[src/rvFrontPkg.sv]
package rvFrontPkg;

    // datapath widths
    localparam int xlen      = 32;                  // data, address and instruction width
    localparam int imemDepth = 256;                 // rom words
    localparam int imemIdxW  = $clog2(imemDepth);   // word index bits

    // reset and bubble values
    localparam logic [xlen-1:0] resetPc  = 32'h0000_0000;   // first fetch address
    localparam logic [xlen-1:0] nopInstr = 32'h0000_0013;   // addi x0, x0, 0

    // major opcodes in instr[6:0]
    localparam logic [6:0] opLoad   = 7'b0000011;   // lb lh lw lbu lhu
    localparam logic [6:0] opImm    = 7'b0010011;   // addi slti andi slli and friends
    localparam logic [6:0] opStore  = 7'b0100011;   // sb sh sw
    localparam logic [6:0] opBranch = 7'b1100011;   // beq bne blt bge bltu bgeu
    localparam logic [6:0] opJal    = 7'b1101111;   // jal
    localparam logic [6:0] opJalr   = 7'b1100111;   // jalr
    localparam logic [6:0] opLui    = 7'b0110111;   // lui
    localparam logic [6:0] opAuipc  = 7'b0010111;   // auipc
    localparam logic [6:0] opReg    = 7'b0110011;   // add sub and or and friends

    // immediate format selected by the extender
    localparam logic [2:0] immI    = 3'b000;        // 12 bit signed
    localparam logic [2:0] immS    = 3'b001;        // split store offset
    localparam logic [2:0] immB    = 3'b010;        // branch offset in halfwords
    localparam logic [2:0] immJ    = 3'b011;        // jump offset in halfwords
    localparam logic [2:0] immU    = 3'b100;        // upper twenty bits
    localparam logic [2:0] immNone = 3'b111;        // r type and unknown opcodes

    // the front end keeps the whole 32 bit word
    // through IF/ID and the decode stage
    // picks the fields apart itself

    // index math
    // byte address 4*k maps to rom word k
    // bits above the index must stay zero

    // bubble handling
    // nopInstr is loaded on reset and on flush
    // so decode sees a harmless addi

    // back-pressure
    // stallF holds the pc
    // stallD holds IF/ID
    // flushD empties IF/ID

endpackage
[src/pcUnit.sv]
`timescale 1ns/1ps

module pcUnit import rvFrontPkg::*; (
    input  logic            clk,
    input  logic            rstN,           // sync, active low
    input  logic            stallF,         // freeze fetch
    input  logic            pcSrcE,         // redirect strobe from execute
    input  logic [xlen-1:0] pcTargetE,      // branch or jump target
    output logic [xlen-1:0] pcF,            // current fetch address
    output logic [xlen-1:0] pcPlus4F        // sequential next address
);

    logic [xlen-1:0] pcNext;                // value loaded at the next edge

    // sequential successor
    assign pcPlus4F = pcF + 32'd4;          // plain word step

    // next pc selection
    // a taken branch from execute must not be lost
    // while the fetch stage is frozen by a load hazard
    always_comb begin
        if (pcSrcE) begin
            pcNext = pcTargetE;             // redirect beats stall
        end else if (stallF) begin
            pcNext = pcF;                   // hold on stall
        end else begin
            pcNext = pcPlus4F;              // normal fetch
        end
    end

    // pc register
    always_ff @(posedge clk) begin
        if (!rstN) begin
            pcF <= resetPc;                 // start of program
        end else begin
            pcF <= pcNext;
        end
    end

    // target from execute is always a word address
    // since the rom has no misaligned fetch path
    pcTargetAligned: assert property (
        @(posedge clk) disable iff (!rstN)
        pcSrcE |-> (pcTargetE[1:0] == 2'b00)
    ) else $error("misaligned redirect target %h", pcTargetE);

endmodule

[config.mk]
export PLATFORM = sky130hd
export DESIGN_NAME = pcUnit
export DESIGN_NICKNAME = d
export VERILOG_FILES = /design/src/rvFrontPkg.sv /design/src/pcUnit.sv
export SDC_FILE = /design/constraint.sdc
export NUM_CORES = 1
export LEC_CHECK = 0
export BUFFER_PORTS_ARGS = -buffer_cell sky130_fd_sc_hd__buf_2
export CAP_MARGIN = 10
export CORE_MARGIN = 3
export CORE_UTILIZATION = 35
export CTS_BUF_LIST = sky130_fd_sc_hd__clkbuf_16
export DETAILED_ROUTE_END_ITERATION = 7
export GPL_TIMING_DRIVEN = 0
export PLACE_DENSITY = 0.59
export SLEW_MARGIN = 20
export SYNTH_ARGS = -nofsm -noshare
export SYNTH_HDL_FRONTEND = slang
export SYNTH_SLANG_ARGS = --single-unit
[constraint.sdc]
create_clock -name clk -period 3.8 [get_ports clk]
set_clock_uncertainty 0.1 [all_clocks]
set_input_delay 0.76 -clock clk [delete_from_list [all_inputs] [get_ports clk]]
set_output_delay 0.76 -clock clk [all_outputs]
set_load 0.02 [all_outputs]
# [Word-level counts from Yosys, hierarchy flattened]
# Index checks and enable logic that the tools add are counted.
[totals] regBits=32 latchBits=0 ram_bits=0 rom_bits=0 inputBits=36 out_inout_bits=64 wordCells=5 mem_count=0
[classes] n_addsub=1 mul=0 div_mod_pow=0 n_lt_le_gt_ge=0 n_eq_ne=1 shift=0 mux=2 bitwise=0 reduce_logical=0
[op_table] op="two-way mux 32 bit" count=2
[op_table] op="adder 32 x 3 -> 32 bit, second input constant" count=1
[op_table] op="inequality test 2 x 1 -> 1 bit, second input constant" count=1

# [Longest topological paths before layout]
[depth] ltp_word=3 mapped_depth=6 ltp_nobuf=5

# [Worst setup path after synthesis]
# Ideal clock, no wire load.
[synth_timing] path_type="reg2out" start="reg pcF[2]" end="out pcPlus4F[30]" t_arrival_ns=2.068 required_time_ns=2.940 setup_slack_ns=0.872 stages_incl_launch_ff=7 n_path_buf=1 cell_sequence="dfxtp_1 ha_1 nand4_2 nor2_1 clkbuf_1 nand4_1 xnor2_1"
[synth_via] elab_chain_cells=1
[synth_rtl] item="start: declaration" line_no="pcUnit.sv:9" text="output logic [xlen-1:0] pcF,"
[synth_rtl] item="start signal: assignment" line_no="pcUnit.sv:34" text="pcF <= resetPc;"
[synth_rtl] item="start signal: assignment" line_no="pcUnit.sv:36" text="pcF <= pcNext;"
[synth_rtl] item="adder 32 x 3 -> 32 bit" line_no="pcUnit.sv:16" text="assign pcPlus4F = pcF + 32'd4;"
[synth_rtl] item="end: declaration" line_no="pcUnit.sv:10" text="output logic [xlen-1:0] pcPlus4F"
# Every way passes these cells.

# [Worst setup path after layout]
# Same ends and word-level chain as after synthesis.

==> flow_summary.json <==
{
  "wl_per_cell_um": 16.0,
  "rsz0062_at_grt": "no",
  "reg.largest.list": "pcF x32",
  "worst-path-buf-inv": 2,
  "synth_top_area_share_pct": 27.5,
  "mostFrequentLayoutCell": "buf_2",
  "setup-tns-final_ns": 0,
  "gp_congestion": 0.843,
  "root_buffer": "clkbuf_16",
  "yosys.area.top_type": "dfxtp_1",
  "seq_area_um2": 641,
  "fillers": 667,
  "power_uw": 1020,
  "core_um2": 6390,
  "grt_first_pass_wirelength_um": 12200,
  "track_usage_pct": 20.0,
  "ys.flop_type": "dfxtp_1",
  "fmax_mhz": 283,
  "criticalPathCategory": "reg -> out",
  "nets": 438,
  "timing.rr.start": "pcF[2]",
  "cts_resized": 0,
  "async_reset_ff_share_pct": 0,
  "portBuffers": 99,
  "slowest_stage": "clkbuf_1",
  "antenna_found_initial": 0,
  "critPathCaptureType": "output port",
  "path_clk_slew_ns": 0.05,
  "avgViaCountPerCell": 5.42,
  "hold_start": "pcF[0]",
  "ant_nets": 0,
  "regMostFlops": "pcF",
  "multi_input_area_um2": 1520,
  "yosysWarnings": 0,
  "leakage_uw": 0.00131,
  "cts_tree": "yes",
  "placedCellCount": 471,
  "first_pass_iters": 4,
  "hpwl_um": 5620,
  "yosys.cell_types.count": 49,
  "postCtsSetupBuffers": 0,
  "status": "finished, final reports clean",
  "crit_start": "pcF[2]",
  "n_antenna_cell": 0,
  "power-per-cell-area_nw_per_um2": 334,
  "gr-total-overflow": 0,
  "die_h_um": 87.6,
  "drc": 0,
  "drv_cap": 0,
  "cpPeakStageDelay_ns": 0.50,
  "die_width_um": 87.6,
  "routed_wl_um": 7670,
  "crit_family": "simple AND/OR/NAND/NOR gates",
  "setup_violations": 0,
  "vias": 2598,
  "synth_nets": 332,
  "dieArea_um2": 7680,
  "cts_hold_buf": 0,
  "clock-sinks": 32,
  "worstMarginPinSlew_ns": 0.877,
  "synth_enable_flop_cells": 0,
  "path_cells": "ha_1 -> nand4_2 -> nor2_1 -> clkbuf_1 -> nand4_1 -> xnor2_1 -> buf_2",
  "required_ns": 2.94,
  "largest_reg_flops": 32,
  "layout_min_cycle_time_ns": 3.53,
  "grt_max_degree": 11,
  "grt_pass1_vias": 2406,
  "cts_buffers": 5,
  "syn_avg_cell_area_um2": 7.91,
  "insertion_delay_ns": 0.28,
  "hold_path.class": "reg -> reg",
  "area_delta_synth_final_pct": 31.2,
  "io_pins": 100,
  "final_cell_mix": "buf_2, dfxtp_1, o21ai_0, xnor2_1, nand2_1",
  "rows": 29,
  "critPathMaxFanout": 10,
  "ir_worst_vdd_uv": 169,
  "drive_gt1_share_pct": 30.8,
  "synthCells": 295,
  "critPathArrivalTime_ns": 2.67,
  "synth_seq_area_share_pct": 27.5,
  "synth_area_leaders": "dfxtp_1, xnor2_1, o21ai_0, nand3_1, nand2_1",
  "crit_path_start_kind": "flip-flop",
  "htreeDepth": 2,
  "post-route-period-util_pct": 92.9,
  "start_util_pct": 36.5,
  "netlist_area_um2": 2330,
  "ys_seq_elements": 32,
  "hold_viol_final": 0,
  "first_iter_violations": 182,
  "cts_max_path_buffers": 2,
  "slew_viol_final": 0,
  "fin_cells": 479,
  "max-slew-margin-rel_pct": 41.2
}
cells by family (layout without fill, tap and decap cells):
logic type / after synthesis / in the layout / synth area share, %
fa+ha+maj: 1 / 1 / 0.536
xor+xnor: 37 / 37 / 13.9
flops: 32 / 32 / 27.5
simple gates: 120 / 120 / 30.0
mux: 3 / 3 / 1.29
compound gates: 71 / 71 / 19.5
buf+inv: 31 / 138 / 7.24
cells in the mapped netlist (5+ instances only):
library cell,count
a21oi_1,6
a31oi_1,11
and3_1,5
clkbuf_1,13
dfxtp_1,32
nand2_1,22
nand3_1,18
nand4_1,10
nor2_1,8
nor2b_1,6
nor3_1,7
nor3b_1,5
nor4_1,7
o21ai_0,29
o31ai_1,7
or3_1,7
or4_1,7
xnor2_1,28
xor2_1,9
per-layer routing:
layer  global-route usage [%]  vias to the layer above  part of all wire [%]  wire length (um)
met5                        0                        -                     0                 0
met4                     6.28                        0                  0.93                71
met2                     32.1                       94                    45              3470
li1                         -                     1308                     -                 -
met1                     27.0                     1191                    47              3580
met3                     4.05                        5                   7.1               546
worst min-delay path, delay by kind of cell (launching register included):
family        cells  cell delay (ns)
simple gates      1             0.05
flops             1             0.32
mux               1             0.12
worst paths after layout:
kind / endpoint / slack [ns] / cells past startpoint
setup / recovery: pcPlus4F[30] / 0.27 / 7
hold / removal: pcF[0] / 0.44 / 2
hold reg to reg: pcF[0] / 0.44 / 2
setup reg to reg: pcF[30] / 1.37 / 6
through the flow:
step	instance area (um^2)	util, %	hold slack (ns)	setup WS, ns
after floorplan	2330	-	0.501	0.872
after global routing	3060	47.9	0.478	0.0857
final	3060	47.9	0.438	0.269
after detailed placement	2920	45.8	0.436	0.582
after global placement	2920	45.8	0.421	0.589
after CTS	3060	47.9	0.444	0.279
power by group:
part	total (uW)	switching, uW	leakage, uW	internal, uW
Combinational	238	143	0.000973	95.1
Sequential	396	35.9	0.000266	360
Clock	388	152	0.0000738	236
Total	1020	331	0.00131	691
cell type report:
type	count	share of cell area, %
Multi-Input combinational cell	232	49.8
Sequential cell	32	20.9
Timing Repair Buffer	99	16.2
Buffer	26	4.91
Clock buffer	5	4.09
Tap cell	77	3.15
Inverter	5	0.613
Clock inverter	3	0.368
Note: power is estimated with default switching activity, not from simulation.
