## src/rvFrontPkg.sv

```systemverilog
package rvFrontPkg;

    // datapath widths
    localparam int xlen      = 32;                  // data, address and instruction width
    localparam int imemDepth = 256;                 // rom words
    localparam int imemIdxW  = $clog2(imemDepth);   // word index bits

    // reset and bubble values
    localparam logic [xlen-1:0] resetPc  = 32'h0000_0000;   // first fetch address
    localparam logic [xlen-1:0] nopInstr = 32'h0000_0013;   // addi x0, x0, 0

    // major opcodes in instr[6:0]
    localparam logic [6:0] opLoad   = 7'b0000011;   // lb lh lw lbu lhu
    localparam logic [6:0] opImm    = 7'b0010011;   // addi slti andi slli and friends
    localparam logic [6:0] opStore  = 7'b0100011;   // sb sh sw
    localparam logic [6:0] opBranch = 7'b1100011;   // beq bne blt bge bltu bgeu
    localparam logic [6:0] opJal    = 7'b1101111;   // jal
    localparam logic [6:0] opJalr   = 7'b1100111;   // jalr
    localparam logic [6:0] opLui    = 7'b0110111;   // lui
    localparam logic [6:0] opAuipc  = 7'b0010111;   // auipc
    localparam logic [6:0] opReg    = 7'b0110011;   // add sub and or and friends

    // immediate format selected by the extender
    localparam logic [2:0] immI    = 3'b000;        // 12 bit signed
    localparam logic [2:0] immS    = 3'b001;        // split store offset
    localparam logic [2:0] immB    = 3'b010;        // branch offset in halfwords
    localparam logic [2:0] immJ    = 3'b011;        // jump offset in halfwords
    localparam logic [2:0] immU    = 3'b100;        // upper twenty bits
    localparam logic [2:0] immNone = 3'b111;        // r type and unknown opcodes

    // the front end keeps the whole 32 bit word
    // through IF/ID and the decode stage
    // picks the fields apart itself

    // index math
    // byte address 4*k maps to rom word k
    // bits above the index must stay zero

    // bubble handling
    // nopInstr is loaded on reset and on flush
    // so decode sees a harmless addi

    // back-pressure
    // stallF holds the pc
    // stallD holds IF/ID
    // flushD empties IF/ID

endpackage
```

## src/fetchDecodeReg.sv

```systemverilog
`timescale 1ns/1ps

module fetchDecodeReg import rvFrontPkg::*; (
    input  logic            clk,
    input  logic            rstN,           // sync, active low
    input  logic            stallD,         // hold decode stage
    input  logic            flushD,         // kill the fetched word
    input  logic [xlen-1:0] instrF,         // from rom
    input  logic [xlen-1:0] pcF,            // fetch address
    input  logic [xlen-1:0] pcPlus4F,       // fetch address + 4
    output logic [xlen-1:0] instrD,         // word in decode
    output logic [xlen-1:0] pcD,            // its address
    output logic [xlen-1:0] pcPlus4D,       // its link address
    output logic            validD          // low for a bubble
);

    // IF/ID register
    // flush is checked first so a wrong-path word
    // cannot sit in decode while the stage is stalled
    always_ff @(posedge clk) begin
        if (!rstN) begin
            instrD   <= nopInstr;           // start with a bubble
            pcD      <= '0;
            pcPlus4D <= '0;
            validD   <= 1'b0;
        end else if (flushD) begin
            instrD   <= nopInstr;           // squash wrong path
            pcD      <= '0;
            pcPlus4D <= '0;
            validD   <= 1'b0;
        end else if (!stallD) begin
            instrD   <= instrF;             // normal advance
            pcD      <= pcF;
            pcPlus4D <= pcPlus4F;
            validD   <= 1'b1;
        end
        // stallD alone keeps everything
    end

    // a flushed slot never reaches decode as valid
    flushBubble: assert property (
        @(posedge clk) disable iff (!rstN)
        flushD |=> !validD
    ) else $error("validD high after flush");

endmodule

```

## config.mk

```make
export PLATFORM = sky130hd
export DESIGN_NAME = fetchDecodeReg
export DESIGN_NICKNAME = d
export VERILOG_FILES = /design/src/rvFrontPkg.sv /design/src/fetchDecodeReg.sv
export SDC_FILE = /design/constraint.sdc
export NUM_CORES = 1
export LEC_CHECK = 0
export ABC_AREA = 1
export CORE_MARGIN = 4
export CORE_UTILIZATION = 45
export CTS_BUF_LIST = sky130_fd_sc_hd__clkbuf_8
export CTS_CLUSTER_SIZE = 16
export DETAILED_ROUTE_END_ITERATION = 7
export DONT_BUFFER_PORTS = 1
export GPL_TIMING_DRIVEN = 0
export PLACE_DENSITY = 0.62
export SKIP_CTS_REPAIR_TIMING = 1
export SYNTH_ARGS = -nofsm -noshare
export SYNTH_HDL_FRONTEND = slang
export SYNTH_SLANG_ARGS = --single-unit
```

## constraint.sdc

```tcl
create_clock -name clk -period 2.8 [get_ports clk]
set_clock_uncertainty 0.15 [all_clocks]
set_input_delay 0.84 -clock clk [delete_from_list [all_inputs] [get_ports clk]]
set_output_delay 0.84 -clock clk [all_outputs]
set_load 0.02 [all_outputs]
```

Word level (Yosys, flattened, before mapping)
Index checks and enable logic that the tools add are counted.

Flip-flop bits (word level): 97. Latch bits: 0. Bits in writable memories: 0. Bits in read-only memories: 0. Bits of input ports: 100. Output and inout port bits: 97. Word-level logic and storage cells: 6. Memories: 0.

Add/sub/neg operators: 0. Multipliers: 0. Div/mod/pow operators: 0. $lt $le $gt $ge: 0. Equality and inequality tests: 0. Shifts and indexed selects: 0. Muxes and demuxes: 0. Bitwise logic cells: 1. Reduce and logical (&&, ||, !) cells: 1.

Operators with widths (number): OR reduction 2 bit (1); inverter 1 bit (1).

Logic depth before layout (Yosys ltp)
Gate-level depths: netlist of run 1.

Depth after elaboration: 2. Mapped depth: 6. Gate-level depth less buffers: 4.

Least setup slack after synthesis of run 1
No wires, ideal clock.

Path kind: in2reg. Start point: input flushD. End point: register instrD[10]. Arrival: 1.367 ns. Data required time: 2.530 ns. Path slack: 1.164 ns. Cell stages on the path: 5. Cells stage by stage: inv_1 > nand2_1 > buf_2 > buf_2 > a21oi_1.

Longest elaborated chain between the ends: 1.

Ends and longest elaborated chain: start, declared (RTL line fetchDecodeReg.sv:7) `input logic flushD,`; OR reduction 2 bit (no line); end signal, assigned (RTL line fetchDecodeReg.sv:22) `instrD <= nopInstr;`; end signal, assigned (RTL line fetchDecodeReg.sv:27) `instrD <= nopInstr;`; end signal, assigned (RTL line fetchDecodeReg.sv:32) `instrD <= instrF;`; end, declared (RTL line fetchDecodeReg.sv:11) `output logic [xlen-1:0] instrD,`.

No other way between the ends. A chain may end at the register's enable or synchronous reset.

Worst setup path in the final report of run 1
Start point: register instrD[30]. End point: output instrD[30].

No word-level cell between the ends.

==> impl_metrics.toml, run 1 <==
[detailed_routing]
drt-pass1-iter-count = 4
detail_route.wirelength_mm = 8.37
detail_route.wl_per_cell_um = 15.6
met1_length_mm = 3.18
antenna_violating_nets_post_route = 0
highest_metal_used = "met4"
drc = 0
met2_wire_length_mm = 3.94
detail_route.vias_per_cell = 5.03
route.met3.wl_mm = 1.17
dr_total_vias = 2699
drtIter0Drc = 49

[sta]
max_freq_ghz = 0.545
setup_viol = 0
final.setup.worst_slack_ps = 966
max-slew-margin-rel = 0.694
fin_setup_tns_ps = 0
period_needed_ps = 1830
timing.final.max_slew_violations = 0
share_of_the_cycle_needed_by_the_critical_path_after_routing = 0.655
rsz0062_at_grt = "false"
finalHoldWorstSlack_ps = 417
tightestPinTransition_ps = 460
report.final.hold_viol_count = 0

[status]
run_status = "finished, final reports clean"

[yosys]
yosys.area.top_type_share = 0.576
netlist_top_cells_area = "sky130_fd_sc_hd__dfxtp_1, sky130_fd_sc_hd__nand2_1, sky130_fd_sc_hd__a21oi_1"
synth-seq-cells = 97
syn-mean-instance-area_um2 = 7.99
synth.area.mux_share = 0
synth_top_cells_by_count = "sky130_fd_sc_hd__nand2_1, sky130_fd_sc_hd__dfxtp_1, sky130_fd_sc_hd__a21oi_1"
count_of_flip_flops_with_a_built_in_enable_after_synthesis = 0
synth.yosys.warnings = 0
cell_area_after_synthesis_mm2 = 0.00337
synth_compound_area_frac = 0.138
share_of_the_yosys_chip_area_belonging_to_registers = 0.576
synth.distinct_cells = 12
synth-xor-area-share = 0
synth.largest_area_cell = "sky130_fd_sc_hd__dfxtp_1"
synthFlopType = "sky130_fd_sc_hd__dfxtp_1"
post_synth_and_or_nand_nor_area_fraction = 0.221
synth_fa_ha_area_frac = 0
synth_async_sr_flop_share = 0
mapped_cells = 422
yosys.cell_count.top_type = "sky130_fd_sc_hd__nand2_1"
postSynthNetCount = 522
main_combinational_cell_family_by_area_after_synthesis = "simple AND/OR/NAND/NOR gates"

[cells_and_area]
layout-drive-gt1-share = 0.0982
utilization = 0.514
final_nets = 533
area_growth_syn_to_layout_pct = 10.5
fill_count = 735
finish.instance_area_mm2 = 0.00373
insertedDiodeCount = 0

[power_and_ir_drop]
power.leakage_nw = 1.43
power_share_of_the_clock_group = 0.378
p_sw_frac = 0.243
power.ir.vdd_worst_mv = 0.327
share_seq_of_total_power = 0.563
netSwitchingPower_mw = 0.651
p_int_mw = 2.03
power.density_mw_per_mm2 = 719
pwr-share-comb = 0.059

[setup_path]
r2r_end = "instrD[30]$_SDFFE_PP0N_"
worst_r2r_path_depth = 2
worst_setup_path_start_kind = "register"
worst_setup_path_endpoint = "instrD[30]"
critical_path_arrival_ps = 840
critPathCaptureType = "primary output"
worst-path-max-fanout = 2
worstPathRequired_ps = 1810
worst_setup_path_startpoint = "instrD[30]$_SDFFE_PP0N_"
cp_num_cells = 0
worst_case_register_to_register_setup_slack_ps = 1860
critPathKind = "reg -> out"
r2r-start = "instrD[30]$_SDFFE_PP0N_"

[cts]
clock-sinks = 97
clock_insertion_delay_worst_skew_ps = 340
cts-root-buf = "sky130_fd_sc_hd__clkbuf_8"
clk_path_buf_depth = 2
clk_transition_reported_paths_ps = 90
cts_tree = "built"
htreeDepth = 3
cts_buffers = 9

[floorplanning]
core_area_mm2 = 0.00725
fp-row-count = 31
design.die.area_mm2 = 0.00895
ios = 197
die_w_um = 94.6
floorplan.die.height_um = 94.6
initial_utilization = 0.465

[global_routing]
grt_start_max_net_pins = 16
first_pass_grt_wire_length_mm = 12.5
grt_antenna_before_repair = 0
grt_remaining_overflow = 0
first_global_vias = 2480
grt.total_usage = 0.178

[place]
detailed_place.area_mm2 = 0.00350
place.port_buffers = 0
gp_routability_congestion = 0.773
hpwl_mm = 6.29
preCtsSetupSlack_ps = 920

[hold_path]
worst_hold_path_cells = 2
min_path_type = "reg -> reg"

[flow_run]
max-cap-violations = 0
[worst min-delay path by stage]
| stage | start | to | slack [ps] |
|---|---|---|---|
| global placement | instrD[8]$_SDFFE_PP0N_ | instrD[8]$_SDFFE_PP0N_ | 400 |
| floorplan | instrD[28]$_SDFFE_PP0N_ | instrD[28]$_SDFFE_PP0N_ | 380 |
| global route | instrF[22] | instrD[22]$_SDFFE_PP0N_ | 430 |
| finish | instrD[13]$_SDFFE_PP0N_ | instrD[13]$_SDFFE_PP0N_ | 420 |
| CTS | instrD[9]$_SDFFE_PP0N_ | instrD[9]$_SDFFE_PP0N_ | 420 |
| detailed placement | instrD[13]$_SDFFE_PP0N_ | instrD[13]$_SDFFE_PP0N_ | 410 |
[cell families (layout without fill, tap and decap cells)]
family,after synthesis,count (layout)
flops,97,97
compound gates,93,93
simple gates,198,198
buf+inv,34,50
[layer usage]
metal / up-vias / track usage
met2: 123 / 0.293
li1: 1365 / -
met5: - / 0
met4: 0 / 0.0541
met1: 1203 / 0.197
met3: 8 / 0.0972
[placed cells by master (no fill, tap or decap)]
cell type and instances:
sky130_fd_sc_hd__dfxtp_1 97, sky130_fd_sc_hd__inv_1 3, sky130_fd_sc_hd__clkbuf_8 11, sky130_fd_sc_hd__clkbuf_1 2, sky130_fd_sc_hd__clkinvlp_4 2, sky130_fd_sc_hd__a21oi_1 93
sky130_fd_sc_hd__buf_6 8, sky130_fd_sc_hd__buf_4 2, sky130_fd_sc_hd__bufinv_16 2, sky130_fd_sc_hd__inv_4 1, sky130_fd_sc_hd__nand2_1 193, sky130_fd_sc_hd__nor2_1 2
sky130_fd_sc_hd__nand3_1 3, sky130_fd_sc_hd__buf_1 2, sky130_fd_sc_hd__buf_2 17
[metrics by stage]
step	power, mW	std cells
after global placement	1.70	521
after global routing	2.81	537
after detailed placement	1.70	521
after CTS	2.72	537
after floorplan	1.66	422
final	2.68	537
[power groups by stage]
stage	combinational (mW)	clock [mW]	sequential (mW)
3_3_place_gp	0.156	0	1.54
3_5_place_dp	0.161	0	1.54
4_1_cts	0.161	1.05	1.51
5_1_grt	0.182	1.11	1.52
2_1_floorplan	0.128	0	1.53
6_report	0.158	1.01	1.51
[worst register-to-register path, cell delays in order (launching register included)]
cell and delay [ps]:
sky130_fd_sc_hd__dfxtp_1 490, sky130_fd_sc_hd__nand2_1 90, sky130_fd_sc_hd__a21oi_1 140
[sequential cells by signal (all words and copies together) (netlist names)]
name      cells
validD        1
pcPlus4D     32
pcD          32
instrD       32
[cell type report]
| cell class | count | area [um2] | area share |
|---|---|---|---|
| plain buffers | 31 | 205 | 0.0551 |
| clock buffers | 11 | 151 | 0.0406 |
| clock inverters | 5 | 78.8 | 0.0211 |
| inverters | 3 | 13.8 | 0.00369 |
| multi-input cells | 291 | 1210 | 0.325 |
| flip-flops and latches | 97 | 1940 | 0.521 |
| well taps | 99 | 124 | 0.0332 |
Power figures use the tool's default switching activity.
==> inputs of run 2 (changes only) <==
- ABC_AREA: 1 -> 0
- clock period: 2.8 -> 1.8 ns (I/O delays scaled with it)
==> run 2 against run 1 <==
Against the previous run:
- design area rose by 0.37%
- via count fell by 20%
- cell count fell by 20%
- flip-flop and latch count did not move
- critical endpoint is now pcPlus4D[26]
- largest cell class unchanged
==> impl_metrics.toml, run 2 <==
[sta]
fin_setup_tns_ps = 0
share_of_the_cycle_needed_by_the_critical_path_after_routing = 0.841
tightestPinTransition_ps = 423
max_freq_ghz = 0.660
max-slew-margin-rel = 0.718
report.final.hold_viol_count = 0
timing.final.max_slew_violations = 0
rsz0062_at_grt = "false"
final.setup.worst_slack_ps = 286
period_needed_ps = 1510
setup_viol = 0

[status]
run_status = "finished, final reports clean"

[yosys]
share_of_the_yosys_chip_area_belonging_to_registers = 0.565
mapped_cells = 314
syn-mean-instance-area_um2 = 10.9
synth.distinct_cells = 13
synth.largest_area_cell = "sky130_fd_sc_hd__dfxtp_1"
postSynthNetCount = 414
synth_async_sr_flop_share = 0
count_of_flip_flops_with_a_built_in_enable_after_synthesis = 0
synth_top_cells_by_count = "sky130_fd_sc_hd__dfxtp_1, sky130_fd_sc_hd__mux2i_1, sky130_fd_sc_hd__nor2_1"
yosys.cell_count.top_type = "sky130_fd_sc_hd__dfxtp_1"
synth-seq-cells = 97
synthFlopType = "sky130_fd_sc_hd__dfxtp_1"
netlist_top_cells_area = "sky130_fd_sc_hd__dfxtp_1, sky130_fd_sc_hd__mux2i_1, sky130_fd_sc_hd__nor2_1"
synth.yosys.warnings = 0
yosys.area.top_type_share = 0.565
cell_area_after_synthesis_mm2 = 0.00344

[cells_and_area]
final_nets = 425
finish.instance_area_mm2 = 0.00374
insertedDiodeCount = 0
top_regs = "instrD (32), pcD (32), pcPlus4D (32)"
layout.cells.most_common = "sky130_fd_sc_hd__dfxtp_1"
area_growth_syn_to_layout_pct = 8.85
layout-drive-gt1-share = 0.0939
final_cell_mix = "sky130_fd_sc_hd__dfxtp_1, sky130_fd_sc_hd__mux2i_1, sky130_fd_sc_hd__nor2_1, sky130_fd_sc_hd__clkbuf_8, sky130_fd_sc_hd__buf_4"

[floorplanning]
design.die.area_mm2 = 0.00910
ios = 197
initial_utilization = 0.469
floorplan.die.height_um = 95.4
die_w_um = 95.4
core_area_mm2 = 0.00733
fp-row-count = 31

[setup_path]
critical_path_arrival_ps = 820
critPathCaptureType = "primary output"
r2r-start = "instrD[0]$_SDFFE_PP1N_"
critPathKind = "reg -> out"
worst_case_register_to_register_setup_slack_ps = 840
worst_setup_path_start_kind = "register"
worst-path-max-fanout = 2
worstPathRequired_ps = 1110
worst_setup_path_startpoint = "pcPlus4D[26]$_SDFFE_PP0N_"

[hold_path]
min_path_type = "in -> reg"
hp-start = "pcPlus4F[5]"

[flow_run]
max-cap-violations = 0

[cts]
clk_path_buf_depth = 2
clock_insertion_delay_worst_skew_ps = 340
clk_transition_reported_paths_ps = 90
htreeDepth = 3
cts_buffers = 9
clock-sinks = 97
cts-root-buf = "sky130_fd_sc_hd__clkbuf_8"
cts_tree = "built"

[global_routing]
grt_antenna_before_repair = 0
grt.total_usage = 0.154
grt_start_max_net_pins = 17
grt_remaining_overflow = 0
first_pass_grt_wire_length_mm = 10.8
first_global_vias = 2162

[place]
place.port_buffers = 0
hpwl_mm = 5.68
preCtsSetupSlack_ps = 177
detailed_place.area_mm2 = 0.00356
gp_routability_congestion = 0.662

[power_and_ir_drop]
power.density_mw_per_mm2 = 1040
power.leakage_nw = 1.66
power.ir.vdd_worst_mv = 0.389

[detailed_routing]
detail_route.wirelength_mm = 7.39
detail_route.wl_per_cell_um = 17.2
antenna_violating_nets_post_route = 0
dr_total_vias = 2146
detail_route.vias_per_cell = 5.00
drt-pass1-iter-count = 4
drtIter0Drc = 27
drc = 0
==> run 2: cell count changes after synthesis, moves of 5 or more <==
cell | previous run | this run
sky130_fd_sc_hd__a21oi_1 | 93 | 1
sky130_fd_sc_hd__buf_2 | 17 | 4
sky130_fd_sc_hd__buf_4 | 2 | 7
sky130_fd_sc_hd__mux2i_1 | 0 | 93
sky130_fd_sc_hd__nand2_1 | 193 | 0
sky130_fd_sc_hd__nor2_1 | 2 | 93
==> run 2: power by group <==
group	total (mW)	internal, mW	switching (mW)
Sequential	2.36	2.22	0.139
Clock	1.27	0.546	0.727
Combinational	0.276	0.135	0.140
Total	3.90	2.90	1.01
==> run 2: worst paths after layout <==
path | endpoint | depth (start not counted)
setup reg to reg | instrD[0]$_SDFFE_PP1N_ | 1
setup / recovery | pcPlus4D[26] | 0
hold / removal | pcPlus4D[5]$_SDFFE_PP0N_ | 2
hold reg to reg | validD$_SDFFE_PP0N_ | 2
==> run 2: cells by family after synthesis <==
| group | Yosys count | synth area share |
|---|---|---|
| DFF | 97 | 0.565 |
| and+or+nand+nor | 97 | 0.109 |
| muxes | 93 | 0.271 |
| buffers and inverters | 23 | 0.0462 |
| AOI/OAI and AO/OA | 4 | 0.00910 |
==> run 2: cell type report <==
cell class              count  area [um2]
fillers                   672        3590
flip-flops and latches     97        1940
multi-input cells         194        1340
plain buffers              22         155
clock buffers              10         138
well taps                  99         124
clock inverters             6        42.5
inverters                   1        3.75
==> run 2: layer usage <==
layer | routed length [um] | track usage
met5 | 0 | 0
met4 | 78 | 0.0462
met3 | 1020 | 0.0829
met2 | 3500 | 0.249
met1 | 2790 | 0.176
==> run 2: through the flow <==
| stage | hold slack [ps] | utilization | std cells | power, mW |
|---|---|---|---|---|
| detailed placement | 411 | 0.486 | 413 | 2.69 |
| finish | 184 | 0.510 | 429 | 3.90 |
| CTS | 165 | 0.510 | 429 | 3.97 |
| global placement | 412 | 0.486 | 413 | 2.68 |
| global route | 159 | 0.510 | 429 | 4.10 |
| floorplan | 375 | - | 314 | 2.63 |
