`config.mk`:
```
export PLATFORM = sky130hd
export DESIGN_NAME = immExtend
export DESIGN_NICKNAME = d
export VERILOG_FILES = /design/src/rvFrontPkg.sv /design/src/immExtend.sv
export SDC_FILE = /design/constraint.sdc
export NUM_CORES = 1
export LEC_CHECK = 0
export BUFFER_PORTS_ARGS = -buffer_cell sky130_fd_sc_hd__buf_2
export CORE_MARGIN = 3
export CORE_UTILIZATION = 38
export DETAILED_ROUTE_END_ITERATION = 6
export PLACE_DENSITY = 0.95
export SLEW_MARGIN = 5
export SYNTH_ARGS = -nofsm -noshare
export SYNTH_HDL_FRONTEND = slang
export SYNTH_SLANG_ARGS = --single-unit
```
`constraint.sdc`:
```
create_clock -name vclk -period 1.8
set_input_delay 0.09 -clock vclk [all_inputs]
set_output_delay 0.09 -clock vclk [all_outputs]
set_load 0.02 [all_outputs]
```
`src/rvFrontPkg.sv`:
```
package rvFrontPkg;

    // datapath widths
    localparam int xlen      = 32;                  // data, address and instruction width
    localparam int imemDepth = 256;                 // rom words
    localparam int imemIdxW  = $clog2(imemDepth);   // word index bits

    // reset and bubble values
    localparam logic [xlen-1:0] resetPc  = 32'h0000_0000;   // first fetch address
    localparam logic [xlen-1:0] nopInstr = 32'h0000_0013;   // addi x0, x0, 0

    // major opcodes in instr[6:0]
    localparam logic [6:0] opLoad   = 7'b0000011;   // lb lh lw lbu lhu
    localparam logic [6:0] opImm    = 7'b0010011;   // addi slti andi slli and friends
    localparam logic [6:0] opStore  = 7'b0100011;   // sb sh sw
    localparam logic [6:0] opBranch = 7'b1100011;   // beq bne blt bge bltu bgeu
    localparam logic [6:0] opJal    = 7'b1101111;   // jal
    localparam logic [6:0] opJalr   = 7'b1100111;   // jalr
    localparam logic [6:0] opLui    = 7'b0110111;   // lui
    localparam logic [6:0] opAuipc  = 7'b0010111;   // auipc
    localparam logic [6:0] opReg    = 7'b0110011;   // add sub and or and friends

    // immediate format selected by the extender
    localparam logic [2:0] immI    = 3'b000;        // 12 bit signed
    localparam logic [2:0] immS    = 3'b001;        // split store offset
    localparam logic [2:0] immB    = 3'b010;        // branch offset in halfwords
    localparam logic [2:0] immJ    = 3'b011;        // jump offset in halfwords
    localparam logic [2:0] immU    = 3'b100;        // upper twenty bits
    localparam logic [2:0] immNone = 3'b111;        // r type and unknown opcodes

    // the front end keeps the whole 32 bit word
    // through IF/ID and the decode stage
    // picks the fields apart itself

    // index math
    // byte address 4*k maps to rom word k
    // bits above the index must stay zero

    // bubble handling
    // nopInstr is loaded on reset and on flush
    // so decode sees a harmless addi

    // back-pressure
    // stallF holds the pc
    // stallD holds IF/ID
    // flushD empties IF/ID

endpackage
```
`src/immExtend.sv`:
```
`timescale 1ns/1ps

module immExtend import rvFrontPkg::*; (
    input  logic [xlen-1:0] instrD,         // word in decode
    output logic [xlen-1:0] immExtD         // sign-extended immediate
);

    logic [6:0] opcode;                     // major opcode field
    logic [2:0] immType;                    // selected format
    logic       sign;                       // instr bit 31

    assign opcode = instrD[6:0];
    assign sign   = instrD[31];             // every format signs from bit 31

    // opcode to immediate format
    always_comb begin
        case (opcode)
            opLoad,
            opImm,
            opJalr:   immType = immI;       // rs1 + imm12
            opStore:  immType = immS;
            opBranch: immType = immB;
            opJal:    immType = immJ;
            opLui,
            opAuipc:  immType = immU;
            opReg:    immType = immNone;    // register operands only
            default:  immType = immNone;    // unknown word
        endcase
    end

    // field assembly
    // B and J store the offset in halfwords so bit 0 is always zero
    always_comb begin
        case (immType)
            immI: immExtD = {{20{sign}}, instrD[31:20]};
            immS: immExtD = {{20{sign}}, instrD[31:25], instrD[11:7]};
            immB: immExtD = {{19{sign}}, sign, instrD[7], instrD[30:25],
                             instrD[11:8], 1'b0};          // 13 bit offset
            immJ: immExtD = {{11{sign}}, sign, instrD[19:12], instrD[20],
                             instrD[30:21], 1'b0};         // 21 bit offset
            immU: immExtD = {instrD[31:12], 12'b0};         // upper immediate
            default: begin
                immExtD = '0;               // no immediate
            end
        endcase
    end

    // field map for reference
    // I   imm[11:0]  at 31:20
    // S   imm[11:5]  at 31:25 and imm[4:0] at 11:7
    // B   imm[12] 31, imm[10:5] 30:25, imm[4:1] 11:8, imm[11] 7
    // J   imm[20] 31, imm[10:1] 30:21, imm[11] 20, imm[19:12] 19:12
    // U   imm[31:12] at 31:12

    // the nop bubble is an opImm word with a zero field
    // so a flushed slot gives immExtD of zero

endmodule

```
# After elaboration in Yosys (flattened, before gate mapping)
# Cells that the tools add are included.
# totals
regBits,0
inputBits,32
elab_cells,17
# op_classes
eq_ne,12
mux,2
reduce_logical,3
# ops
operator,count
one-hot mux 32 bit (5 select lines),1
equality test 7 bit (second input constant),3
one-hot mux 3 bit (5 select lines),1
equality test 7 x 5 -> 1 bit (second input constant),2
equality test 7 x 6 -> 1 bit (second input constant),2
equality test 7 x 2 -> 1 bit (second input constant),1
equality test 3 x 2 -> 1 bit (second input constant),2
equality test 3 x 1 -> 1 bit (second input constant),1
equality test 3 bit (second input constant),1
logical NOT 3 bit,1
OR reduction 3 bit,1
OR reduction 2 bit,1

# Logic depth before layout (Yosys ltp)
# Gate-level depths: netlist of the first run.
# depth
word_depth,5
depth_mapped,6

# Worst setup path before layout of the first run
# OpenSTA, ideal clock, no wires.
# synth_path
path_type,input to output
start,input port instrD[6]
end,output port immExtD[20]
arrival_time_ps,1322
required_time_ps,1710
path_slack_ps,388
cell_stages,5
path_buffers,2
cell_sequence,buf_6 -> o32ai_1 -> nand2b_1 -> buf_2 -> o21ai_0
# synth_via
elab_chain_len,5
elab_cells_between_ends,17
cone_classes,eq/ne (12); mux (2); reduce/logical (3)
# synth_rtl
item,line,text
"start, declared",immExtend.sv:4,"input logic [xlen-1:0] instrD,"
"equality test 7 x 2 -> 1 bit, or another cell as far along",immExtend.sv:17,case (opcode)
OR reduction 3 bit or OR reduction 2 bit (tied branches),immExtend.sv:17,
one-hot mux 3 bit (5 select lines) (*),immExtend.sv:17,
"equality test 3 bit, or another cell as far along",immExtend.sv:34,case (immType)
one-hot mux 32 bit (5 select lines) (*),immExtend.sv:34,
"end, declared",immExtend.sv:5,output logic [xlen-1:0] immExtD
# Every way passes the cells marked *; elsewhere a longest branch is shown, timed or not.

# Worst setup path after layout of the first run
# layout_path
start,input port instrD[5]
end,output port immExtD[11]
# The elaborated chain is that of the path after synthesis.

==> impl_metrics.env, run 1 <==
export IMPL_layout_min_cycle_time_ns=1.61
export IMPL_postSynthCellCount=83
export IMPL_io_buffers=64
export IMPL_cts_hold_buf=0
export IMPL_area_growth_syn_to_layout_pct=55.0
export IMPL_drc=0
export IMPL_nets=176
export IMPL_syn_area_um2=542
export IMPL_die_area_um2=1910
export IMPL_max_stage_delay_ns=0.33
export IMPL_dr_pass1_iters=4
export IMPL_slew_headroom_pct=70.4
export IMPL_initial_core_util_pct=44.5
export IMPL_dp_cells=156
export IMPL_yosysWarnings=0
export IMPL_whs_ns=0.493
export IMPL_synth_cell_types=31
export IMPL_final_hold_viol_count=0
export IMPL_maxSlewViolCount=0
export IMPL_drt_iter0_drc=20
export IMPL_core_um2=1220
export IMPL_power_leakage_nw=0.528
export IMPL_nClkBuffers=0
export IMPL_hold_class="in -> out"
export IMPL_detail_route_wl_per_cell_um=12.9
export IMPL_synth_top_area_share_pct=12.5
export IMPL_fp_dieW_um=43.8
export IMPL_fin_cells=156
export IMPL_synth_area_leader_cell="a21o_1"
export IMPL_setup_tns_ns=0
export IMPL_grt_overflow=0
export IMPL_syn_avg_cell_area_um2=6.53
export IMPL_synthTopCellsByArea="a21o_1 12%, nand2_1 9.7%, and2_1 6.9%"
export IMPL_drt_antenna_violating_nets=0
export IMPL_post_drt_via_cell_ratio=5.34
export IMPL_path_common_cell="buf_2"
export IMPL_slowest_stage="o32ai_1"
export IMPL_end_kind="output port"
export IMPL_tightest_slew_ns=0.442
export IMPL_vdd_ir_drop_worst_uv=95.2
export IMPL_start_kind="input pin"
export IMPL_die_h_um=43.8
export IMPL_pin_count=64
export IMPL_critPathKind="in -> out"
export IMPL_ys_seq_area_share_pct=0
export IMPL_worstPathCellList="buf_2 > nor2b_1 > o32ai_1 > nand2b_1 > o31ai_1 > buf_2"
export IMPL_fmax_mhz=622
export IMPL_cp_required_ns=1.71
export IMPL_rows=12
export IMPL_antenna_found_initial=0
export IMPL_hold_path_cell_count=3
export IMPL_finalSetupViolCount=0
export IMPL_synth_fp_nets=115
export IMPL_critPathArrivalTime_ns=1.52
export IMPL_ctsResizeCount=0
export IMPL_grt_setup_unrepaired="false"
export IMPL_grt_util_all_layers_pct=19.7
export IMPL_hpwl_mm=1.72
export IMPL_grt_pass1_vias=747
export IMPL_dr_total_vias=833
export IMPL_seq_area_um2=0
export IMPL_grt_max_degree=14
export IMPL_fin_crit_sh_pct=89.3
export IMPL_crit_fanout=13
export IMPL_wl_mm=2.01
export IMPL_drv_cap=0
export IMPL_design_seq_count=0
export IMPL_status="complete, no violations"
export IMPL_postCtsSetupBuffers=0
export IMPL_gp_congestion=0.802
export IMPL_antenna_cells=0
export IMPL_drive_above_1_share_pct=52.1
export IMPL_grt_pass1_wl_mm=3.08
export IMPL_power_density_nw_per_um2=166
## synthesized netlist by cell type (2+ instances only)
| cell type | instances |
|---|---|
| nand2_1 | 14 |
| a21o_1 | 9 |
| a21oi_1 | 7 |
| and2_1 | 6 |
| nor2b_1 | 6 |
| o21ai_0 | 6 |
| a22o_1 | 4 |
| nor2_1 | 4 |
| buf_2 | 2 |
| buf_4 | 2 |
| buf_6 | 2 |
| nand2b_1 | 2 |
## worst max-delay path: cells and delay by family
| kind | cells | cell delay [ns] |
|---|---|---|
| compound gates | 2 | 0.66 |
| simple gates | 2 | 0.45 |
| buf+inv | 2 | 0.33 |
## layer usage
| layer | global-route usage [%] | share of wire, % | vias to the layer above |
|---|---|---|---|
| met4 | 0 | 0.50 | 0 |
| met3 | 0 | 5.3 | 2 |
| li1 | - | - | 414 |
| met1 | 22.9 | 37 | 375 |
| met5 | 0 | 0 | - |
| met2 | 41.3 | 57 | 42 |
## worst paths after layout
path / startpoint / endpoint
worst max-delay path: instrD[5] / immExtD[11]
worst min-delay path: instrD[16] / immExtD[16]
## area by class of cell
class	count	area, um^2
Fill cell	100	377
Inverter	1	3.75
Multi-Input combinational cell	76	490
Tap cell	14	17.5
Timing Repair Buffer	65	328
## per-stage QoR
| step | total power [mW] | instance area (um^2) | setup WS [ns] | utilization, % |
|---|---|---|---|---|
| after floorplan | 0.0796 | 542 | 0.388 | - |
| after global placement | 0.134 | 840 | 0.316 | 69.0 |
| after detailed placement | 0.139 | 840 | 0.217 | 69.0 |
| after CTS | 0.139 | 840 | 0.226 | 69.0 |
| after global routing | 0.152 | 840 | 0.0803 | 69.0 |
| final | 0.139 | 840 | 0.193 | 69.0 |
## kinds of logic after synthesis
family                 count (synthesis)  synth area share [%]
and+or+nand+nor                       41                  44.8
AOI/OAI and AO/OA                     35                  45.7
buffers and inverters                  7                  9.47
## cell usage in the layout, fill, tap and decap left out, types with 2 or more instances in the layout
cell	Yosys	layout
a22o_1	4	4
o21ai_0	6	6
nand2_1	14	14
nand2b_1	2	2
nor2_1	4	4
and2_1	6	6
buf_2	2	64
a21oi_1	7	7
nor2b_1	6	6
a21o_1	9	9
## report_power, final
part	total, mW	leakage [nW]	switching [mW]	internal (mW)
sequential	0	0	0	0
combinational	0.139	0.528	0.0785	0.0608
clock	0	0	0	0
total	0.139	0.528	0.0785	0.0608
No activity file was read; power rests on OpenSTA's default activity.
==> run 2: changes to the inputs <==
Settings changed: CELL_PAD_IN_SITES_DETAIL_PLACEMENT from default to 0, CELL_PAD_IN_SITES_GLOBAL_PLACEMENT from default to 1, CORE_ASPECT_RATIO from default to 1.5, CORE_UTILIZATION 38 to 22.
==> impl_metrics.env, run 2 (synthesis results as in run 1) <==
export IMPL_status="complete, no violations"
export IMPL_detail_route_wl_per_cell_um=11.7
export IMPL_seq_area_um2=0
export IMPL_io_buffers=64
export IMPL_cp_required_ns=1.71
export IMPL_grt_use_met2_pct=22.6
export IMPL_post_drt_via_cell_ratio=4.92
export IMPL_fill_cells=250
export IMPL_grt_pass1_vias=710
export IMPL_antenna_cells=0
export IMPL_pin_count=64
export IMPL_die_h_um=66.8
export IMPL_fin_crit_sh_pct=84.1
export IMPL_drc=0
export IMPL_final_common_cell="buf_2"
export IMPL_end_kind="output port"
export IMPL_final_hold_viol_count=0
export IMPL_dr_pass1_iters=4
export IMPL_crit_fanout=8
export IMPL_fmax_mhz=660
export IMPL_slew_headroom_pct=71.1
export IMPL_use_met3_pct=2.43
export IMPL_ctsResizeCount=0
export IMPL_critPathKind="in -> out"
export IMPL_dr_total_vias=812
export IMPL_use_met1_pct=13.6
export IMPL_layout_min_cycle_time_ns=1.51
export IMPL_area_growth_syn_to_layout_pct=57.5
export IMPL_wl_mm=1.92
export IMPL_rows=21
export IMPL_gr_max_usage_layer="met2"
export IMPL_grt_setup_unrepaired="false"
export IMPL_grt_max_degree=14
export IMPL_fp_dieW_um=46.5
export IMPL_initial_core_util_pct=23.7
export IMPL_grt_util_all_layers_pct=11.8
export IMPL_critPathArrivalTime_ns=1.42
export IMPL_start_kind="input pin"
export IMPL_power_leakage_nw=0.529
export IMPL_die_area_um2=3110
export IMPL_postCtsSetupBuffers=0
export IMPL_power_density_nw_per_um2=163
export IMPL_setup_tns_ns=0
export IMPL_drt_iter0_drc=6
export IMPL_multi_input_area_um2=493
export IMPL_final_cell_mix="64 x buf_2, 14 x nand2_1, 9 x a21o_1, 7 x a21oi_1"
export IMPL_vdd_ir_drop_worst_uv=71.4
export IMPL_drt_antenna_violating_nets=0
export IMPL_fin_util_pct=37.3
export IMPL_gp_congestion=0.763
export IMPL_design_seq_count=0
export IMPL_tightest_slew_ns=0.431
export IMPL_finalSetupViolCount=0
export IMPL_nClkBuffers=0
export IMPL_maxSlewViolCount=0
export IMPL_antenna_found_initial=0
export IMPL_drive_above_1_share_pct=52.8
export IMPL_drv_cap=0
export IMPL_hpwl_mm=1.70
export IMPL_hold_class="in -> out"
export IMPL_cts_hold_buf=0
export IMPL_core_um2=2290
export IMPL_nets=176
export IMPL_grt_overflow=0
export IMPL_grt_pass1_wl_mm=2.89
## run 2: path summary, 6_finish.rpt
path | from | endpoint | depth (start not counted)
setup / recovery | instrD[5] | immExtD[18] | 6
hold / removal | instrD[19] | immExtD[19] | 3
## run 2: layout make-up
type	instances	area share, %
well taps	23	3.37
multi-input cells	76	57.8
inverters	1	0.440
repair buffers	65	38.4
## run 2: routing by layer
layer	part of all wire (%)	up-vias	wire length, um
li1	-	415	-
met1	37	339	718
met2	47	58	904
met3	16	0	301
met4	0	0	0
met5	0	-	0
## run 2: through the flow
stage	power, mW	area, um^2	setup slack [ns]	cells	hold slack (ns)
after CTS	0.140	851	0.247	165	0.496
after floorplan	0.0796	542	0.388	83	0.357
after global routing	0.152	853	0.0778	165	0.508
final	0.139	853	0.286	165	0.494
after global placement	0.137	851	0.284	165	0.493
after detailed placement	0.139	851	0.253	165	0.493
## run 2: critical path, cell delays in order
cell     delay (ns)
buf_2          0.12
nor2b_1        0.12
o32ai_1        0.35
nor4b_4        0.46
a21o_1         0.13
buf_2          0.15
## run 2: power breakdown
| part | switching (mW) | internal, mW |
|---|---|---|
| combinational | 0.0777 | 0.0611 |
| sequential | 0 | 0 |
| clock | 0 | 0 |
==> run 3: changes to the inputs <==
Settings changed: CORE_UTILIZATION 22 to 21, PLACE_DENSITY 0.95 to 0.92.
Clock period 1.8 ns to 1.5 ns, I/O delays scaled along.
==> impl_metrics.env, run 3 (synthesis results as in run 1) <==
export IMPL_grt_setup_unrepaired="false"
export IMPL_drv_cap=0
export IMPL_area_growth_syn_to_layout_pct=71.1
export IMPL_max_stage_delay_ns=0.43
export IMPL_antenna_cells=0
export IMPL_nets=183
export IMPL_grt_util_all_layers_pct=11.2
export IMPL_fp_dieW_um=47.5
export IMPL_power_leakage_nw=0.574
export IMPL_initial_core_util_pct=23.2
export IMPL_maxSlewViolCount=0
export IMPL_drt_antenna_violating_nets=0
export IMPL_cpLargestDelayFamily="simple AND/OR/NAND/NOR gates"
export IMPL_wl_mm=1.88
export IMPL_fmax_mhz=699
export IMPL_slew_headroom_pct=78.5
export IMPL_tightest_slew_ns=0.322
export IMPL_cp_required_ns=1.42
export IMPL_critPathArrivalTime_ns=1.35
export IMPL_drt_iter0_drc=9
export IMPL_drive_above_1_share_pct=55.7
export IMPL_drt_met1_wl_um=819
export IMPL_gp_congestion=0.733
export IMPL_crit_fanout=10
export IMPL_dr_total_vias=841
export IMPL_seq_area_um2=0
export IMPL_grt_pass1_vias=713
export IMPL_layout_min_cycle_time_ns=1.43
export IMPL_total_power_uw=182
export IMPL_grt_max_degree=12
export IMPL_fin_crit_sh_pct=95.3
export IMPL_grt_overflow=0
export IMPL_antenna_found_initial=0
export IMPL_multi_input_area_um2=509
export IMPL_drc=0
export IMPL_io_buffers=64
export IMPL_finalSetupViolCount=0
export IMPL_routed_wl_met2_um=795
export IMPL_final_cell_mix="62 x buf_2, 14 x nand2_1, 10 x buf_4, 9 x a21o_1, 7 x a21oi_1"
export IMPL_path_common_cell="buf_4"
export IMPL_start_kind="input pin"
export IMPL_core_um2=2340
export IMPL_grt_pass1_wl_mm=2.90
export IMPL_place_area_um2=896
export IMPL_final_area_um2=927
export IMPL_design_seq_count=0
export IMPL_hold_class="in -> out"
export IMPL_die_h_um=68.2
export IMPL_detail_route_wl_per_cell_um=11.0
export IMPL_path_buf_inv=3
export IMPL_vdd_ir_drop_worst_uv=108
export IMPL_fill_cells=259
export IMPL_nClkBuffers=0
export IMPL_worstPathCellList="buf_4 > or3b_4 > a21boi_2 > nor4b_4 > buf_4 > a21o_1 > buf_4"
export IMPL_slowest_stage="or3b_4"
export IMPL_power_density_nw_per_um2=196
export IMPL_end_kind="output port"
export IMPL_post_drt_via_cell_ratio=4.89
export IMPL_pin_count=64
export IMPL_final_hold_viol_count=0
export IMPL_routed_top_layer="met3"
export IMPL_final_common_cell="buf_2"
export IMPL_rows=21
export IMPL_dr_pass1_iters=4
export IMPL_die_area_um2=3240
export IMPL_hpwl_mm=1.63
export IMPL_status="complete, no violations"
export IMPL_critPathKind="in -> out"
export IMPL_met3_length_um=269
==> run 3: cell types whose count changed in the layout (fill, tap and decap cells not counted), sizes merged <==
cell  previous run  this run
buf             65        72
==> run 3: per-layer routing <==
metal / up-vias / track usage, %
li1: 429 / -
met1: 351 / 16.0
met2: 61 / 19.6
met3: 0 / 0
met4: 0 / 0
met5: - / 0
==> run 3: cell type report <==
class,instances,area share (%)
inverter,1,0.405
timing repair buffer,72,41.6
tap,23,3.10
multi-input combinational,76,54.9
==> run 3: path summary, 6_finish.rpt <==
check	startpoint	to	slack, ns	cells past startpoint
setup / recovery	instrD[6]	immExtD[12]	0.07	7
hold / removal	instrD[12]	immExtD[12]	0.45	3
==> run 3: stage by stage <==
step / TNS (ns) / std cells / hold WS [ns] / util, % / setup slack [ns]
3_3_place_gp: 0 / 171 / 0.462 / 38.3 / 0.0198
5_1_grt: 0 / 172 / 0.476 / 39.6 / 0.00745
6_report: 0 / 172 / 0.451 / 39.6 / 0.0700
3_5_place_dp: -0.123 / 171 / 0.463 / 38.3 / -0.0220
2_1_floorplan: 0 / 83 / 0.327 / - / 0.118
4_1_cts: 0 / 172 / 0.465 / 38.6 / 0.0196
==> run 3: where the power goes <==
part / internal (mW) / switching [mW]
Sequential: 0 / 0
Clock: 0 / 0
Combinational: 0.0839 / 0.0980
==> run 3: repair_timing <==
item                       4_1_cts  5_1_grt
setup buffers                    1        1
setup endpoints to repair        8       18
pin swaps                        0        2
hold buffers                     0        0
resized for setup                0        6
